**config.mk**
```make
export PLATFORM = sky130hd
export DESIGN_NAME = core_mem_top
export DESIGN_NICKNAME = d
export VERILOG_FILES = /design/src/design/mem_pkg.sv /design/src/design/bus_bridge.sv /design/src/design/core_mem_top.sv /design/src/design/instr_cache.sv /design/src/design/memory_controller.sv
export SDC_FILE = /design/constraint.sdc
export NUM_CORES = 1
export LEC_CHECK = 0
export ABC_AREA = 1
export BUFFER_PORTS_ARGS = -buffer_cell sky130_fd_sc_hd__buf_2
export CAP_MARGIN = 40
export CORE_ASPECT_RATIO = 2
export CORE_UTILIZATION = 25
export DETAILED_ROUTE_END_ITERATION = 8
export MAX_ROUTING_LAYER = met4
export PLACE_DENSITY_LB_ADDON = 0.12
export RECOVER_POWER = 100
export SETUP_SLACK_MARGIN = 0.4
export SKIP_LAST_GASP = 1
export SLEW_MARGIN = 20
export SYNTH_ARGS = -nofsm -noshare
export SYNTH_HDL_FRONTEND = slang
export SYNTH_HIERARCHICAL = 1
export SYNTH_SLANG_ARGS = --single-unit
```
**constraint.sdc**
```tcl
create_clock -name CLK -period 14.9 [get_ports CLK]
set_input_delay 2.98 -clock CLK [delete_from_list [all_inputs] [get_ports CLK]]
set_output_delay 2.98 -clock CLK [all_outputs]
set_load 0.05 [all_outputs]
```
**src/design/mem_pkg.sv**
```systemverilog
// memory side shared definitions
// word, address and byte enable types plus bus width constants
// used by the instruction cache, memory controller and bus bridge

package mem_pkg;

  // data word width in bits
  parameter int WORD_W = 32;

  // byte address width in bits
  parameter int ADDR_W = 32;

  // bits per byte lane
  parameter int BYTE_W = 8;

  // byte lanes in one word
  parameter int BYTES_PER_WORD = WORD_W / BYTE_W;

  // byte offset bits inside a word, ignored on every port
  parameter int BYTE_OFF_W = $clog2(BYTES_PER_WORD);

  // one data or instruction word
  typedef logic [WORD_W-1:0] word_t;

  // byte address, word aligned in practice
  typedef logic [ADDR_W-1:0] addr_t;

  // bit n enables byte n of word_t
  typedef logic [BYTES_PER_WORD-1:0] byte_en_t;

  // full word access, used for instruction fills
  parameter byte_en_t BYTE_EN_ALL = '1;

endpackage

```
**src/design/bus_bridge.sv**
```systemverilog
// bus bridge
// registers one request from the memory controller onto the external
// generic bus, holds it until the bus is ready, then returns the result
// with mc_busy low for exactly one cycle

`timescale 1ns/100ps

module bus_bridge (
  input  logic              CLK,
  input  logic              nRST,
  // upstream from the memory controller
  input  logic              mc_ren,
  input  logic              mc_wen,
  input  mem_pkg::addr_t    mc_addr,
  input  mem_pkg::word_t    mc_wdata,
  input  mem_pkg::byte_en_t mc_byte_en,
  output mem_pkg::word_t    mc_rdata,
  output logic              mc_busy,
  // external generic bus
  output logic              ext_ren,
  output logic              ext_wen,
  output mem_pkg::addr_t    ext_addr,
  output mem_pkg::word_t    ext_wdata,
  output mem_pkg::byte_en_t ext_byte_en,
  input  mem_pkg::word_t    ext_rdata,
  input  logic              ext_busy
);

  typedef enum logic [1:0] {
    ST_IDLE,
    ST_ISSUE,
    ST_RESP
  } state_t;

  state_t state_q;

  // registered strobes
  logic ext_ren_q;
  logic ext_wen_q;

  // registered payload
  mem_pkg::addr_t    addr_q;
  mem_pkg::word_t    wdata_q;
  mem_pkg::byte_en_t byte_en_q;
  mem_pkg::word_t    rdata_q;

  assign ext_ren     = ext_ren_q;
  assign ext_wen     = ext_wen_q;
  assign ext_addr    = addr_q;
  assign ext_wdata   = wdata_q;
  assign ext_byte_en = byte_en_q;

  // one response cycle per access
  assign mc_busy  = (state_q != ST_RESP);
  assign mc_rdata = rdata_q;

  always_ff @(posedge CLK, negedge nRST) begin
    if (!nRST) begin
      state_q   <= ST_IDLE;
      ext_ren_q <= 1'b0;
      ext_wen_q <= 1'b0;
    end else begin
      case (state_q)
        ST_IDLE: begin
          // accept and drive the bus next cycle
          if (mc_ren || mc_wen) begin
            ext_ren_q <= mc_ren;
            ext_wen_q <= mc_wen;
            state_q   <= ST_ISSUE;
          end
        end
        ST_ISSUE: begin
          // strobes drop once the bus takes the access
          if (!ext_busy) begin
            ext_ren_q <= 1'b0;
            ext_wen_q <= 1'b0;
            state_q   <= ST_RESP;
          end
        end
        default: begin
          // back to idle after the response cycle
          state_q <= ST_IDLE;
        end
      endcase
    end
  end

  // payload capture
  always_ff @(posedge CLK) begin
    if (state_q == ST_IDLE && (mc_ren || mc_wen)) begin
      addr_q    <= mc_addr;
      wdata_q   <= mc_wdata;
      byte_en_q <= mc_byte_en;
    end
    if (state_q == ST_ISSUE && !ext_busy) begin
      rdata_q <= ext_rdata;
    end
  end

endmodule

```
**src/design/core_mem_top.sv**
```systemverilog
// core memory side top level
// instruction cache and uncached data port merged by the memory
// controller, then bridged onto the external generic bus

`timescale 1ns/100ps

module core_mem_top #(
  parameter int ICACHE_LINES = 16
) (
  input  logic              CLK,
  input  logic              nRST,
  // halt
  input  logic              halt_instr,
  output logic              halt,
  // fetch port
  input  logic              i_ren,
  input  mem_pkg::addr_t    i_addr,
  output mem_pkg::word_t    i_rdata,
  output logic              i_busy,
  // data port
  input  logic              d_ren,
  input  logic              d_wen,
  input  mem_pkg::addr_t    d_addr,
  input  mem_pkg::word_t    d_wdata,
  input  mem_pkg::byte_en_t d_byte_en,
  output mem_pkg::word_t    d_rdata,
  output logic              d_busy,
  // external generic bus
  output logic              ext_ren,
  output logic              ext_wen,
  output mem_pkg::addr_t    ext_addr,
  output mem_pkg::word_t    ext_wdata,
  output mem_pkg::byte_en_t ext_byte_en,
  input  mem_pkg::word_t    ext_rdata,
  input  logic              ext_busy
);

  // cache fill path
  logic              fill_ren;
  mem_pkg::addr_t    fill_addr;
  mem_pkg::word_t    fill_rdata;
  logic              fill_busy;

  // controller to bridge
  logic              mc_ren;
  logic              mc_wen;
  mem_pkg::addr_t    mc_addr;
  mem_pkg::word_t    mc_wdata;
  mem_pkg::byte_en_t mc_byte_en;
  mem_pkg::word_t    mc_rdata;
  logic              mc_busy;

  instr_cache #(
    .ICACHE_LINES(ICACHE_LINES)
  ) icache_i (
    .CLK       (CLK),
    .nRST      (nRST),
    .i_ren     (i_ren),
    .i_addr    (i_addr),
    .i_rdata   (i_rdata),
    .i_busy    (i_busy),
    .fill_ren  (fill_ren),
    .fill_addr (fill_addr),
    .fill_rdata(fill_rdata),
    .fill_busy (fill_busy)
  );

  // fills on the instruction side, data port uncached
  memory_controller mc_i (
    .CLK       (CLK),
    .nRST      (nRST),
    .halt_instr(halt_instr),
    .halt      (halt),
    .i_ren     (fill_ren),
    .i_addr    (fill_addr),
    .i_rdata   (fill_rdata),
    .i_busy    (fill_busy),
    .d_ren     (d_ren),
    .d_wen     (d_wen),
    .d_addr    (d_addr),
    .d_wdata   (d_wdata),
    .d_byte_en (d_byte_en),
    .d_rdata   (d_rdata),
    .d_busy    (d_busy),
    .mc_ren    (mc_ren),
    .mc_wen    (mc_wen),
    .mc_addr   (mc_addr),
    .mc_wdata  (mc_wdata),
    .mc_byte_en(mc_byte_en),
    .mc_rdata  (mc_rdata),
    .mc_busy   (mc_busy)
  );

  bus_bridge bridge_i (
    .CLK        (CLK),
    .nRST       (nRST),
    .mc_ren     (mc_ren),
    .mc_wen     (mc_wen),
    .mc_addr    (mc_addr),
    .mc_wdata   (mc_wdata),
    .mc_byte_en (mc_byte_en),
    .mc_rdata   (mc_rdata),
    .mc_busy    (mc_busy),
    .ext_ren    (ext_ren),
    .ext_wen    (ext_wen),
    .ext_addr   (ext_addr),
    .ext_wdata  (ext_wdata),
    .ext_byte_en(ext_byte_en),
    .ext_rdata  (ext_rdata),
    .ext_busy   (ext_busy)
  );

endmodule

```
**src/design/instr_cache.sv**
```systemverilog
// instruction cache
// direct-mapped, read-only, one word per line
// hits answer in the same cycle, misses fill one word through the
// memory controller and complete one cycle after the fill returns

`timescale 1ns/100ps

module instr_cache #(
  parameter int ICACHE_LINES = 16
) (
  input  logic           CLK,
  input  logic           nRST,
  // fetch side
  input  logic           i_ren,
  input  mem_pkg::addr_t i_addr,
  output mem_pkg::word_t i_rdata,
  output logic           i_busy,
  // fill side towards the memory controller
  output logic           fill_ren,
  output mem_pkg::addr_t fill_addr,
  input  mem_pkg::word_t fill_rdata,
  input  logic           fill_busy
);

  // index and tag split of the byte address
  localparam int IDX_W = $clog2(ICACHE_LINES);
  localparam int TAG_W = mem_pkg::ADDR_W - IDX_W - mem_pkg::BYTE_OFF_W;

  typedef enum logic [1:0] {
    ST_LOOKUP,
    ST_FILL,
    ST_DONE
  } state_t;

  state_t state_q;

  // line storage
  logic [ICACHE_LINES-1:0] valid_q;
  logic [TAG_W-1:0]        tag_mem [ICACHE_LINES];
  mem_pkg::word_t          data_mem [ICACHE_LINES];

  // address of the current lookup
  logic [IDX_W-1:0] idx;
  logic [TAG_W-1:0] tag;
  logic             hit;

  // miss bookkeeping
  mem_pkg::addr_t   miss_addr_q;
  logic [IDX_W-1:0] miss_idx;
  logic [TAG_W-1:0] miss_tag;
  mem_pkg::word_t   fill_word_q;

  assign idx = i_addr[mem_pkg::BYTE_OFF_W +: IDX_W];
  assign tag = i_addr[mem_pkg::ADDR_W-1 -: TAG_W];

  assign miss_idx = miss_addr_q[mem_pkg::BYTE_OFF_W +: IDX_W];
  assign miss_tag = miss_addr_q[mem_pkg::ADDR_W-1 -: TAG_W];

  // lookup only counts while idle in lookup state
  assign hit = (state_q == ST_LOOKUP) && i_ren && valid_q[idx] && (tag_mem[idx] == tag);

  // fill request held for the whole fill state
  assign fill_ren  = (state_q == ST_FILL);
  // word aligned fill address
  assign fill_addr = {miss_addr_q[mem_pkg::ADDR_W-1:mem_pkg::BYTE_OFF_W],
                      {mem_pkg::BYTE_OFF_W{1'b0}}};

  // fetch side response
  always_comb begin
    case (state_q)
      ST_LOOKUP: begin
        i_busy  = !hit;
        i_rdata = data_mem[idx];
      end
      ST_DONE: begin
        // registered fill word for one completion cycle
        i_busy  = 1'b0;
        i_rdata = fill_word_q;
      end
      default: begin
        i_busy  = 1'b1;
        i_rdata = data_mem[idx];
      end
    endcase
  end

  // control state and valid bits
  always_ff @(posedge CLK, negedge nRST) begin
    if (!nRST) begin
      state_q <= ST_LOOKUP;
      valid_q <= '0;
    end else begin
      case (state_q)
        ST_LOOKUP: begin
          // miss starts the fill next cycle
          if (i_ren && !hit) begin
            state_q <= ST_FILL;
          end
        end
        ST_FILL: begin
          if (!fill_busy) begin
            valid_q[miss_idx] <= 1'b1;
            state_q           <= ST_DONE;
          end
        end
        default: begin
          state_q <= ST_LOOKUP;
        end
      endcase
    end
  end

  // tags, words and miss payload
  always_ff @(posedge CLK) begin
    if (state_q == ST_LOOKUP && i_ren && !hit) begin
      miss_addr_q <= i_addr;
    end
    if (state_q == ST_FILL && !fill_busy) begin
      tag_mem[miss_idx]  <= miss_tag;
      data_mem[miss_idx] <= fill_rdata;
      fill_word_q        <= fill_rdata;
    end
  end

endmodule

```
**src/design/memory_controller.sv**
```systemverilog
// memory controller
// merges the instruction fill and data requesters into one bus master
// data wins in an idle cycle, the grant locks until the access completes
// also holds the halt latch, which blocks any new grant once set

`timescale 1ns/100ps

module memory_controller (
  input  logic              CLK,
  input  logic              nRST,
  // halt from the commit side
  input  logic              halt_instr,
  output logic              halt,
  // instruction requester, fills only
  input  logic              i_ren,
  input  mem_pkg::addr_t    i_addr,
  output mem_pkg::word_t    i_rdata,
  output logic              i_busy,
  // data requester
  input  logic              d_ren,
  input  logic              d_wen,
  input  mem_pkg::addr_t    d_addr,
  input  mem_pkg::word_t    d_wdata,
  input  mem_pkg::byte_en_t d_byte_en,
  output mem_pkg::word_t    d_rdata,
  output logic              d_busy,
  // merged master towards the bus bridge
  output logic              mc_ren,
  output logic              mc_wen,
  output mem_pkg::addr_t    mc_addr,
  output mem_pkg::word_t    mc_wdata,
  output mem_pkg::byte_en_t mc_byte_en,
  input  mem_pkg::word_t    mc_rdata,
  input  logic              mc_busy
);

  typedef enum logic [1:0] {
    GNT_IDLE,
    GNT_INSTR,
    GNT_DATA
  } grant_t;

  // locked grant
  grant_t grant_q;
  // grant seen this cycle, same as grant_q unless idle
  grant_t sel;

  logic halt_latch_q;
  logic d_req;
  logic done;

  assign d_req = d_ren || d_wen;

  // idle grants in the same cycle, data first
  // nothing new once halt is latched
  always_comb begin
    sel = grant_q;
    if (grant_q == GNT_IDLE && !halt_latch_q) begin
      if (d_req) begin
        sel = GNT_DATA;
      end else if (i_ren) begin
        sel = GNT_INSTR;
      end
    end
  end

  // granted side onto the merged bus
  always_comb begin
    case (sel)
      GNT_DATA: begin
        mc_ren     = d_ren;
        mc_wen     = d_wen;
        mc_addr    = d_addr;
        mc_wdata   = d_wdata;
        mc_byte_en = d_byte_en;
      end
      GNT_INSTR: begin
        // fills are full word reads
        mc_ren     = i_ren;
        mc_wen     = 1'b0;
        mc_addr    = i_addr;
        mc_wdata   = '0;
        mc_byte_en = mem_pkg::BYTE_EN_ALL;
      end
      default: begin
        mc_ren     = 1'b0;
        mc_wen     = 1'b0;
        mc_addr    = d_addr;
        mc_wdata   = '0;
        mc_byte_en = '0;
      end
    endcase
  end

  // completion of the granted access
  assign done = (sel != GNT_IDLE) && !mc_busy;

  // busy low and read data only to the granted side
  assign d_busy  = !(done && sel == GNT_DATA);
  assign i_busy  = !(done && sel == GNT_INSTR);
  assign d_rdata = (sel == GNT_DATA)  ? mc_rdata : '0;
  assign i_rdata = (sel == GNT_INSTR) ? mc_rdata : '0;

  // halt once latched and nothing in flight
  assign halt = halt_latch_q && (grant_q == GNT_IDLE);

  always_ff @(posedge CLK, negedge nRST) begin
    if (!nRST) begin
      grant_q      <= GNT_IDLE;
      halt_latch_q <= 1'b0;
    end else begin
      // release on completion, otherwise lock what was seen
      if (done) begin
        grant_q <= GNT_IDLE;
      end else begin
        grant_q <= sel;
      end
      // sticky until reset
      if (halt_instr) begin
        halt_latch_q <= 1'b1;
      end
    end
  end

endmodule

```
* Yosys cells after proc, flatten, opt, wreduce, memory -nomap -nowiden
Memories as Yosys holds them, arrays and structs flattened.
Index checks and enable logic that the tools add are counted.
Widths: inputs -> output; s select.
** Storage, ports and cells
- Word-level logic and storage cells :: 90
- Register bits after elaboration :: 189
- Memories :: 2
- Memory bits (writable) :: 928
- Input port bits :: 139
** Memory list
- icache_i.data_mem :: words 16, width 32, rd ports 1, clocked after memory_dff 0, write ports 1, RTL line instr_cache.sv:40 : mem_pkg::word_t data_mem [ICACHE_LINES];
- icache_i.tag_mem :: words 16, width 26, rd ports 1, clocked after memory_dff 0, write ports 1, RTL line instr_cache.sv:39 : logic [TAG_W-1:0] tag_mem [ICACHE_LINES];
** Cells by class
- Equality and inequality tests :: 11
- Multiplexer cells :: 29
- Bitwise logic cells :: 1
- Reductions and logical operators :: 30
- Order comparisons :: 3
** Operator list (count)
- $mux 32 :: 4
- $eq 26x26->1 :: 1
- $mux 2 :: 8
- $or 16x16->16 :: 1
- $logic_and 1x1->1 :: 14
- $lt 4x5->1 const B :: 2
- $ne 2x2->1 const B :: 5
- $mux 1 :: 8
- $pmux 1 s2 :: 4
- $pmux 2 s2 :: 2
- $pmux 4 s2 :: 1
- $eq 2x1->1 const B :: 3
- $logic_not 2->1 :: 3
- $reduce_and 2->1 :: 3
- $logic_not 1->1 :: 5
- $bmux 1 s4 :: 1
- $demux 1 s4 :: 1
- $eq 2x2->1 const B :: 2
- $ge 4x1->1 const B :: 1
- $reduce_bool 2->1 :: 2
- $reduce_and 3->1 :: 1
- $logic_or 1x1->1 :: 2

* Depth between registers and ports, before layout
Gate-level depths: netlist (run 1).
- Depth in word-level cells :: 10
- Mapped depth :: 20
- Mapped depth without buffers :: 17

* Hierarchy
Netlist (run 1), hierarchy kept.
** By module, submodules not included
- instr_cache :: area each 40461.3 um^2, times used 1, sequential area each 30178.9 um^2, cells each 3208
- bus_bridge :: area each 3195.6 um^2, times used 1, sequential area each 3103.0 um^2, cells each 124
- memory_controller :: area each 1532.7 um^2, times used 1, sequential area each 75.1 um^2, cells each 351

* Least setup slack after synthesis (run 1)
Ideal clock, no wire load.
- Kind :: in2reg
- Start point :: input d_ren
- End point :: memory icache_i/data_mem[12][0] (netlist name), enable pin
- Setup time :: 0.474 ns
- Arrival time :: 9.950 ns
- Required time :: 14.426 ns
- Path buffers :: 3
- Slack :: 4.476 ns
- Stages :: 11
- Path through :: inv_1 > nand3_1 > o21bai_4 > buf_4 > ha_1 > clkbuf_1 > clkbuf_1 > nand2_1 > nor3_1 > nand3_1 > nor2_1
** Between the ends
- Longest elaborated chain between the ends :: 9
- Elaborated cells between the ends (all ways) :: 10
** RTL lines
- from (decl) :: RTL line core_mem_top.sv:21 : input logic d_ren,
- $logic_or 1x1->1 (*) :: RTL line memory_controller.sv:52 : assign d_req = d_ren || d_wen;
- $mux 2 (*) :: RTL line memory_controller.sv:59 : if (d_req) begin
- $mux 2 (*) :: RTL line memory_controller.sv:58 : if (grant_q == GNT_IDLE && !halt_latch_q) begin
- $reduce_bool 2->1 :: RTL line memory_controller.sv:96 : assign done = (sel != GNT_IDLE) && !mc_busy;
- $logic_and 1x1->1 :: RTL line memory_controller.sv:96
- $logic_and 1x1->1 (*) :: RTL line memory_controller.sv:100 : assign i_busy = !(done && sel == GNT_INSTR);
- $logic_and 1x1->1 (*) :: RTL line instr_cache.sv:118 : if (state_q == ST_FILL && !fill_busy) begin
- $mux 1 (*) :: RTL line instr_cache.sv:118
- $mux 1 (not written as such) (*) :: RTL line instr_cache.sv:120 : data_mem[miss_idx] <= fill_rdata;
- to (decl) :: RTL line instr_cache.sv:40
Mark *: on every way between the ends. The rest lies on a longest branch, timed or not.

* Worst setup path after layout (run 1)
- Start point :: input i_addr[4]
- End point :: output i_busy
** Between the ends
- Longest elaborated chain between the ends :: 6
- Elaborated cells between the ends (all ways) :: 8
** RTL lines
- from (decl) :: RTL line core_mem_top.sv:17 : input mem_pkg::addr_t i_addr,
- branches (longest 3 deep; another with $mem_v2 16x26)
- $logic_and 1x1->1 (*) :: RTL line instr_cache.sv:60 : assign hit = (state_q == ST_LOOKUP) && i_ren && valid_q[idx] && (tag_mem[idx] == tag);
- $logic_not 1->1 (*) :: RTL line instr_cache.sv:72 : i_busy = !hit;
- $pmux 1 s2 (*) :: RTL line instr_cache.sv:70 : case (state_q)
- to (decl) :: RTL line core_mem_top.sv:19 : output logic i_busy,
Every way passes the cells marked *. The select of a mux whose other input is x is not followed.

==> results_tabular.tex, run 1 <==
\begin{tabular}{lr}
\hline
Metric & Value \\
\hline
\multicolumn{2}{l}{\textbf{Floorplanning}} \\
Die Footprint & 183,000 sq um \\
Overall die width & between 300 and 400 microns \\
Starting Density & around a quarter \\
Height of the chip & around 600 microns \\
Number of ports placed on the die boundary & roughly 280 \\
Core area & between 150,000 and 200,000 sq um \\
FP Rows & 220 \\
\multicolumn{2}{l}{\textbf{Global routing}} \\
Initial antenna violation count & 11 \\
First-pass GRT wire length & 216,000 microns \\
Number of global-route vias before repair & roughly 29,000 \\
Total overflow reported by the global router & 0 \\
Largest net degree at the start of global routing & roughly 170 \\
GRT Total Usage & 17.0\% \\
\multicolumn{2}{l}{\textbf{Timing}} \\
Total negative setup slack & 0 ns \\
Pins Over Slew Limit & around 1,100 \\
RSZ-0062 raised after global routing & no \\
Peak clock frequency supported by timing & between 80 and 90 MHz \\
Final worst path period share & between 80 and 90\% \\
Max\_slew headroom & -147\% \\
Setup-failing EPs final & 0 \\
Transition time at the pin with the least slew margin & between 3 and 4 ns \\
Setup slack of the critical path after layout & 2.59 ns \\
Worst hold margin & approximately 0.46 ns \\
Number of hold violations in the final report & 0 \\
Post-Route Skew & 0.0313 ns \\
Final critical path time including I/O delays and setup & around 12 ns \\
\multicolumn{2}{l}{\textbf{Critical path}} \\
Crit path top cell by count & sky130\_fd\_sc\_hd\_\_nand2\_1 \\
Type of the worst setup path & in2out \\
Maximum fanout along the worst path & 45 \\
Data arrival time at the worst-slack endpoint & about 9.3 ns \\
Endpoint required time on the critical path & 11.92 ns \\
Worst path top cell family by delay & buffers and inverters \\
Element type at the critical path end & primary output \\
Reg2reg setup slack & between 4 and 5 ns \\
Critical Path Slowest Stage Cell & sky130\_fd\_sc\_hd\_\_clkbuf\_1 \\
Startpoint class of the critical path & primary input \\
Critical path cell sequence & clkbuf\_1 -> inv\_6 -> clkbuf\_1 -> buf\_12 -> nand3\_1 -> nand3\_1 -> nand2\_1 -> nand2\_1 -> nand2\_1 -> nand2\_1 -> nor2\_1 -> nand2\_1 -> nor2\_1 -> nand2\_1 -> nand2\_1 -> nand2\_1 -> buf\_2 \\
Largest incremental delay on the critical path & 2.56 ns \\
Bufs and invs on worst path & 5 \\
\multicolumn{2}{l}{\textbf{Layout}} \\
Relative area change from synthesis to final layout & 15.5\% \\
Most common cell after layout, fill and taps aside & sky130\_fd\_sc\_hd\_\_edfxtp\_1 \\
Highest-count cells in the layout ignoring fill and taps & sky130\_fd\_sc\_hd\_\_edfxtp\_1 (1,090), sky130\_fd\_sc\_hd\_\_nand2\_1 (691), sky130\_fd\_sc\_hd\_\_nor2\_1 (458) \\
Final cell count without fillers & 6,354 \\
Number of nets in the finished design & a little over 4,000 \\
Fraction of layout cells with a size suffix above 1 & 8.35\% \\
Fin area & around 52,000 sq um \\
Final core utilization & 29.1\% \\
Filler cells & about 19,000 \\
\multicolumn{2}{l}{\textbf{Pwr}} \\
Leak pwr & around 19 nW \\
Worst IR Drop VDD & between 80 and 90 uV \\
Power density cells & $\sim$140 nW/um\^{}2 \\
Total Power & about 7.1 mW \\
\multicolumn{2}{l}{\textbf{Route}} \\
Drt first pass iters & 5 \\
Residual antenna-violating net count after detailed routing & 0 \\
Remaining design rule violation count & 0 \\
Vias & 28,900 \\
DRT iter0 DRCs & between 1,500 and 2,000 \\
WL per Instance & 23.9 microns \\
Final wirelength & 152,000 microns \\
Routed via count divided by cell count & between 4 and 5 \\
\multicolumn{2}{l}{\textbf{Clock network}} \\
Count of cells resized by post-cts repair & 0 \\
Post-CTS setup buffer count & 0 \\
Htree depth & 3 \\
Number of clock sinks & approximately 1,100 \\
Reg clk slew, reported paths & 0.06 ns \\
Hold-fix buffers, CTS & 0 \\
Num CTS Buffers & 111 \\
Clock latency reported for the late side of the worst-skew pair & 0.70 ns \\
Clock Tree Buf Depth & 3 \\
Root Driver & sky130\_fd\_sc\_hd\_\_clkbuf\_16 \\
Clock tree from TritonCTS & built \\
\multicolumn{2}{l}{\textbf{Hold path}} \\
Worst min-delay path class & reg2reg \\
\multicolumn{2}{l}{\textbf{Synth}} \\
FFs w/ async S/R, synth & approximately 2.2\% \\
Top flip-flop cell by instance count after synthesis & sky130\_fd\_sc\_hd\_\_edfxtp\_1 \\
Mean Syn Cell Area & 12.3 sq um \\
Fraction of the yosys area taken by sequential cells & approximately three quarters \\
Number of enable-type register cells in the synthesized netlist & approximately 1,100 \\
Netlist area before placement & between 40,000 and 50,000 sq um \\
Flops \& latches, synth & between 1,000 and 1,500 \\
Distinct cells, synth & 33 \\
Post-synthesis instance total & 3,683 \\
Warnings from Yosys & 6 \\
\multicolumn{2}{l}{\textbf{Place}} \\
Pre-CTS worst setup slack & $\sim$4.7 ns \\
Buffers on Ports & 273 \\
Cell Area, Placed & about 49,000 sq um \\
Routability congestion estimate & 0.723 \\
Placed instance count & 6,146 \\
HPWL after detailed placement & $\sim$84,000 microns \\
\multicolumn{2}{l}{\textbf{Status}} \\
Failing checks & max-capacitance violations, max-slew violations \\
Run status & complete, but fails checks \\
\multicolumn{2}{l}{\textbf{Job}} \\
Count of max-cap constraint violations & 39 \\
\hline
\end{tabular}
-- path summary, 6_finish.rpt --
path                                          start                   endpoint  cells past startpoint
worst max register to register  icache_i/state_q[1]  icache_i/data_mem[14][27]                     16
worst max-delay path                      i_addr[4]                     i_busy                     17
worst min-delay path            icache_i/valid_q[5]        icache_i/valid_q[5]                      2
worst min register to register  icache_i/valid_q[5]        icache_i/valid_q[5]                      2
max in group asynchronous                      nRST       icache_i/valid_q[14]                      1
min in group asynchronous                      nRST           bridge_i/ext_ren                      1
-- worst register-to-register path, delay by kind of cell, from the launching register on --
family	cells	cell delay (ns)
and+or+nand+nor	7	2.65
AOI/OAI and AO/OA	1	0.13
DFF	1	0.46
buffers and inverters	7	6.30
adders and majority gates	1	0.31
-- per-layer routing --
layer / track usage [%] / wire length [microns]
met1: 19.8 / 62900
met2: 30.5 / 80900
met3: 2.27 / 4870
met4: 4.50 / 3470
met5: - / 0
-- sequential cells by signal, summed over array words and instances (netlist names), 4 cells and up --
register / count
icache_i/data_mem: 512
icache_i/tag_mem: 416
bridge_i/ext_addr: 32
bridge_i/ext_wdata: 32
bridge_i/mc_rdata: 32
icache_i/fill_word_q: 32
icache_i/miss_addr_q: 30
icache_i/valid_q: 16
bridge_i/ext_byte_en: 4
-- cells in the mapped netlist (all sizes together) (3+ instances only) --
| library cell | instances | area (sq um) |
|---|---|---|
| nor3 | 3 | 15.0 |
| ha | 3 | 37.5 |
| edfxtp | 1090 | 32700 |
| clkbuf | 81 | 304 |
| dfrtp | 25 | 626 |
| nand3 | 316 | 1590 |
| or2 | 14 | 87.6 |
| o22ai | 30 | 188 |
| o211ai | 28 | 210 |
| buf | 143 | 983 |
| a31oi | 32 | 200 |
| nand2 | 692 | 2610 |
| a21oi | 16 | 91.3 |
| nand3b | 6 | 45.0 |
| o21ai | 352 | 1760 |
| o221ai | 98 | 858 |
| inv | 284 | 1070 |
| nor2 | 467 | 1760 |
-- power by group --
part | switching (mW) | leakage [nW] | total (mW) | internal (mW)
registers | 0.0507 | 10.7 | 3.58 | 3.53
clock network | 1.22 | 1.67 | 2.71 | 1.49
logic | 0.641 | 6.89 | 0.791 | 0.149
-- final cells by class --
type | count | area, sq um | share of cell area (%)
Antenna cell | 9 | 22.5 | 0.0432
Clock buffer | 150 | 3030 | 5.80
Clock inverter | 48 | 368 | 0.705
Inverter | 284 | 1090 | 2.10
Multi-Input combinational cell | 2061 | 9530 | 18.3
Sequential cell | 1115 | 33400 | 63.9
Tap cell | 2331 | 2920 | 5.59
Timing Repair Buffer | 356 | 1870 | 3.58
-- cells by family after synthesis --
| kind of cell | Yosys count | synth area share [%] |
|---|---|---|
| adders and majority gates | 3 | 0.0831 |
| AOI/OAI and AO/OA | 557 | 7.36 |
| DFF | 1115 | 73.8 |
| and+or+nand+nor | 1499 | 13.5 |
| other | 1 | 0.00830 |
| buffers and inverters | 508 | 5.22 |
Power figures use the tool's default switching activity.
==> inputs of run 2 (changes only) <==
--- a/config.mk
+++ b/config.mk
@@ -5,7 +5,7 @@
 export SDC_FILE = /design/constraint.sdc
 export NUM_CORES = 1
 export LEC_CHECK = 0
-export ABC_AREA = 1
+export ABC_AREA = 0
 export BUFFER_PORTS_ARGS = -buffer_cell sky130_fd_sc_hd__buf_2
 export CAP_MARGIN = 40
 export CORE_ASPECT_RATIO = 2
==> constraint.sdc (replaced) <==
create_clock -name CLK -period 12.8 [get_ports CLK]
set_input_delay 2.56 -clock CLK [delete_from_list [all_inputs] [get_ports CLK]]
set_output_delay 2.56 -clock CLK [all_outputs]
set_load 0.05 [all_outputs]
==> run 2 against run 1 <==
  * The run still ends with max-capacitance violations, max-slew violations left
  * Design area fell by 1.8%
  * Critical path depth fell by 6
  * Via count fell by 28%
  * Final cell count fell by 27%
  * Combinational power fell by 11%
  * Clock skew rose by 0.011 ns
  * Hold slack improved by 0.0079 ns
  * Critical path type unchanged
  * Largest cell class unchanged
  * Largest power group unchanged
==> results_tabular.tex, run 2 <==
\begin{tabular}{lr}
\hline
Metric & Value \\
\hline
\multicolumn{2}{l}{\textbf{Layout}} \\
Largest registers ranked by flip-flop count & icache\_i/data\_mem x512, icache\_i/tag\_mem x416 (unchanged) \\
Register containing the most flip-flops in the final layout & icache\_i/data\_mem (unchanged) \\
Final cell count without fillers & 4,661 (was 6,354) \\
Highest-count cells in the layout ignoring fill and taps & sky130\_fd\_sc\_hd\_\_edfxtp\_1 (1,090), sky130\_fd\_sc\_hd\_\_mux4\_2 (259), sky130\_fd\_sc\_hd\_\_clkbuf\_1 (203) (was sky130\_fd\_sc\_hd\_\_edfxtp\_1 (1,090), sky130\_fd\_sc\_hd\_\_nand2\_1 (691), sky130\_fd\_sc\_hd\_\_nor2\_1 (458)) \\
Max FFs per register & 512 (unchanged) \\
Number of nets in the finished design & 2,429 (was 4,071) \\
Fin area & 51,300 sq um (was 52,200 sq um) \\
Most common cell after layout, fill and taps aside & sky130\_fd\_sc\_hd\_\_edfxtp\_1 (unchanged) \\
Filler cells & 17,000 (was 18,500) \\
Relative area change from synthesis to final layout & 18.7\% (was 15.5\%) \\
Fraction of layout cells with a size suffix above 1 & 28.9\% (was 8.35\%) \\
\multicolumn{2}{l}{\textbf{Critical path}} \\
Reg2reg setup slack & 3.44 ns (was 4.67 ns) \\
Critical register-to-register path endpoint & icache\_i/tag\_mem[12][4] (was icache\_i/data\_mem[14][27]) \\
Maximum fanout along the worst path & 24 (was 45) \\
Data arrival time at the worst-slack endpoint & 8.24 ns (was 9.33 ns) \\
Startpoint class of the critical path & primary input (unchanged) \\
Type of the worst setup path & in2out (unchanged) \\
Worst flop-to-flop path startpoint & icache\_i/state\_q[0] (was icache\_i/state\_q[1]) \\
Endpoint required time on the critical path & 10.24 ns (was 11.92 ns) \\
Element type at the critical path end & primary output (unchanged) \\
Depth of the most critical reg-to-reg path & 14 (was 16) \\
\multicolumn{2}{l}{\textbf{Place}} \\
Placed instance count & 4,452 (was 6,146) \\
HPWL after detailed placement & 79,400 microns (was 84,500 microns) \\
Buffers on Ports & 273 (unchanged) \\
Cell Area, Placed & 48,000 sq um (was 49,300 sq um) \\
Routability congestion estimate & 0.726 (was 0.723) \\
\multicolumn{2}{l}{\textbf{Synth}} \\
Mean Syn Cell Area & 22.6 sq um (was 12.3 sq um) \\
Biggest area consumer among synthesized cells & sky130\_fd\_sc\_hd\_\_edfxtp\_1 (unchanged) \\
Distinct cells, synth & 61 (was 33) \\
Top post-synthesis cells by area & sky130\_fd\_sc\_hd\_\_edfxtp\_1 (76\%), sky130\_fd\_sc\_hd\_\_mux4\_2 (14\%), sky130\_fd\_sc\_hd\_\_and2\_1 (1.5\%) (was sky130\_fd\_sc\_hd\_\_edfxtp\_1 (72\%), sky130\_fd\_sc\_hd\_\_nand2\_1 (5.7\%), sky130\_fd\_sc\_hd\_\_nor2\_1 (3.9\%)) \\
Warnings from Yosys & 6 (unchanged) \\
Fraction of the yosys area taken by sequential cells & 77.3\% (was 73.8\%) \\
Flops \& latches, synth & 1,115 (unchanged) \\
Most frequent cell after synthesis & sky130\_fd\_sc\_hd\_\_edfxtp\_1 (unchanged) \\
Number of enable-type register cells in the synthesized netlist & 1,090 (unchanged) \\
Area share of the leading cell type in the synthesized netlist & 75.8\% (was 72.4\%) \\
Top cell types by occurrence after synthesis & sky130\_fd\_sc\_hd\_\_edfxtp\_1 (1,090), sky130\_fd\_sc\_hd\_\_mux4\_2 (259), sky130\_fd\_sc\_hd\_\_and2\_1 (101) (was sky130\_fd\_sc\_hd\_\_edfxtp\_1 (1,090), sky130\_fd\_sc\_hd\_\_nand2\_1 (690), sky130\_fd\_sc\_hd\_\_nor2\_1 (466)) \\
Netlist area before placement & 43,200 sq um (was 45,200 sq um) \\
Top flip-flop cell by instance count after synthesis & sky130\_fd\_sc\_hd\_\_edfxtp\_1 (unchanged) \\
FFs w/ async S/R, synth & 2.24\% (unchanged) \\
Post-synthesis instance total & 1,907 (was 3,683) \\
\multicolumn{2}{l}{\textbf{Route}} \\
Final wirelength & 130,000 microns (was 152,000 microns) \\
Routed via count divided by cell count & 4.47 (was 4.55) \\
Drt first pass iters & 7 (was 5) \\
Remaining design rule violation count & 0 (unchanged) \\
DRT iter0 DRCs & 1,499 (was 1,615) \\
Vias & 20,800 (was 28,900) \\
Residual antenna-violating net count after detailed routing & 0 (unchanged) \\
WL per Instance & 28.0 microns (was 23.9 microns) \\
\multicolumn{2}{l}{\textbf{Clock network}} \\
Clock tree from TritonCTS & built (unchanged) \\
Root Driver & sky130\_fd\_sc\_hd\_\_clkbuf\_16 (unchanged) \\
Number of clock sinks & 1,115 (unchanged) \\
Count of cells resized by post-cts repair & 0 (unchanged) \\
Num CTS Buffers & 109 (was 111) \\
Hold-fix buffers, CTS & 0 (unchanged) \\
Htree depth & 3 (unchanged) \\
Reg clk slew, reported paths & 0.07 ns (was 0.06 ns) \\
Clock Tree Buf Depth & 3 (unchanged) \\
Post-CTS setup buffer count & 0 (unchanged) \\
Clock latency reported for the late side of the worst-skew pair & 0.72 ns (was 0.70 ns) \\
\multicolumn{2}{l}{\textbf{Timing}} \\
Number of hold violations in the final report & 0 (unchanged) \\
RSZ-0062 raised after global routing & no (unchanged) \\
Post-Route Skew & 0.0420 ns (was 0.0313 ns) \\
Max\_slew headroom & -137\% (was -147\%) \\
Total negative setup slack & 0 ns (unchanged) \\
Transition time at the pin with the least slew margin & 3.55 ns (was 3.70 ns) \\
Setup-failing EPs final & 0 (unchanged) \\
Peak clock frequency supported by timing & around 93 MHz \\
Pins Over Slew Limit & 463 (was 1,117) \\
Final critical path time including I/O delays and setup & approximately 11 ns \\
Final worst path period share & a little over four fifths \\
\multicolumn{2}{l}{\textbf{Global routing}} \\
Met3 Track Usage GR & 1.77\% (was 2.27\%) \\
First-pass GRT wire length & 181,000 microns (was 216,000 microns) \\
Largest net degree at the start of global routing & 81 (was 169) \\
Number of global-route vias before repair & 22,800 (was 29,400) \\
GRT Total Usage & 15.5\% (was 17.0\%) \\
Initial antenna violation count & 12 (was 11) \\
Total overflow reported by the global router & 0 (unchanged) \\
Most used routing layer in global routing & met2 (unchanged) \\
Met1 global-route usage & 18.9\% (was 19.8\%) \\
Met2 usage in global routing & 27.1\% (was 30.5\%) \\
\multicolumn{2}{l}{\textbf{Floorplanning}} \\
FP Rows & 215 (was 220) \\
Overall die width & 296 microns (was 303 microns) \\
Core area & 172,000 sq um (was 179,000 sq um) \\
Number of ports placed on the die boundary & 276 (unchanged) \\
Die Footprint & 174,000 sq um (was 183,000 sq um) \\
Starting Density & 25.2\% (about the same) \\
Height of the chip & 590 microns (was 603 microns) \\
\multicolumn{2}{l}{\textbf{Hold path}} \\
Endpoint of the worst hold path & icache\_i/valid\_q[10] (was icache\_i/valid\_q[5]) \\
Hold-critical path depth & 1 (was 2) \\
Worst min-delay path class & reg2reg (unchanged) \\
Worst Min Path Start & icache\_i/valid\_q[10] (was icache\_i/valid\_q[5]) \\
\multicolumn{2}{l}{\textbf{Pwr}} \\
Worst IR Drop VDD & 101 uV (was 87.4 uV) \\
Leak pwr & 16.8 nW (was 19.3 nW) \\
Power density cells & 160 nW/um\^{}2 (was 136 nW/um\^{}2) \\
\multicolumn{2}{l}{\textbf{Status}} \\
Failing checks & max-capacitance violations, max-slew violations (unchanged) \\
Run status & complete, but fails checks (unchanged) \\
\multicolumn{2}{l}{\textbf{Job}} \\
Count of max-cap constraint violations & 17 (was 39) \\
\hline
\end{tabular}
run 2: kinds of logic after synthesis:
family                   after synthesis  synth area share (%)
flip-flops                          1115                  77.3
multiplexers                         375                  16.7
AND/OR/NAND/NOR                      221                  2.98
buffers and inverters                 95                  1.16
AO/OA/AOI/OAI                         63                  1.08
XOR/XNOR                              34                 0.690
adder cells (fa/ha/maj)                3                0.0869
other                                  1               0.00869
run 2: metrics by stage:
stage                     util, %  hold WS (ns)  worst slack, ns  power, mW
after floorplan                 -         0.434             2.38       4.69
after global placement       27.7         0.447             2.95       4.97
after detailed placement     28.0         0.450             3.14       4.99
after CTS                    30.1         0.467             3.13       8.37
after global routing         29.9         0.483             1.51       8.48
final                        29.9         0.469             2.00       8.19
run 2: worst max path at each step:
stage	start	endpoint	slack (ns)
2_1_floorplan	d_wen	icache_i/valid_q[0]	2.38
3_3_place_gp	i_addr[2]	i_busy	2.95
3_5_place_dp	i_addr[2]	i_busy	3.14
4_1_cts	i_addr[2]	i_busy	3.13
5_1_grt	d_wen	icache_i/data_mem[9][27]	1.51
6_report	i_addr[5]	i_busy	2.00
run 2: layout make-up:
class                      instances  area [sq um]  share of cell area [%]
inverter                           7          28.8                  0.0561
timing repair buffer             356          2070                    4.03
antenna                            2          5.00                 0.00976
clock buffer                     145          3020                    5.89
tap                             2278          2850                    5.56
clock inverter                    60           654                    1.28
sequential                      1115         33400                    65.1
multi-input combinational        698          9280                    18.1
run 2: power breakdown:
| part | total [mW] | leakage [nW] | switching [mW] | internal [mW] |
|---|---|---|---|---|
| Sequential | 4.15 | 10.9 | 0.0667 | 4.08 |
| Combinational | 0.704 | 4.19 | 0.516 | 0.189 |
| Clock | 3.34 | 1.77 | 1.46 | 1.87 |
run 2: critical path: stages:
cell and delay, ns:
sky130_fd_sc_hd__buf_2 0.08, sky130_fd_sc_hd__clkbuf_1 1.19, sky130_fd_sc_hd__clkbuf_1 1.36, sky130_fd_sc_hd__mux4_2 0.44
sky130_fd_sc_hd__mux2i_1 0.22, sky130_fd_sc_hd__mux2i_1 0.12, sky130_fd_sc_hd__xnor2_1 0.53, sky130_fd_sc_hd__nand4_1 0.41
sky130_fd_sc_hd__or4_1 0.62, sky130_fd_sc_hd__o31a_1 0.36, sky130_fd_sc_hd__clkbuf_1 0.31
run 2: routing by layer:
metal  routed length, microns  vias up  part of all wire, %
met5                        0        -                    0
met4                     2940        0                  2.3
met3                     4690      151                  3.6
met2                    69000      506                   53
met1                    53800    11500                   41
li1                         -     8692                    -
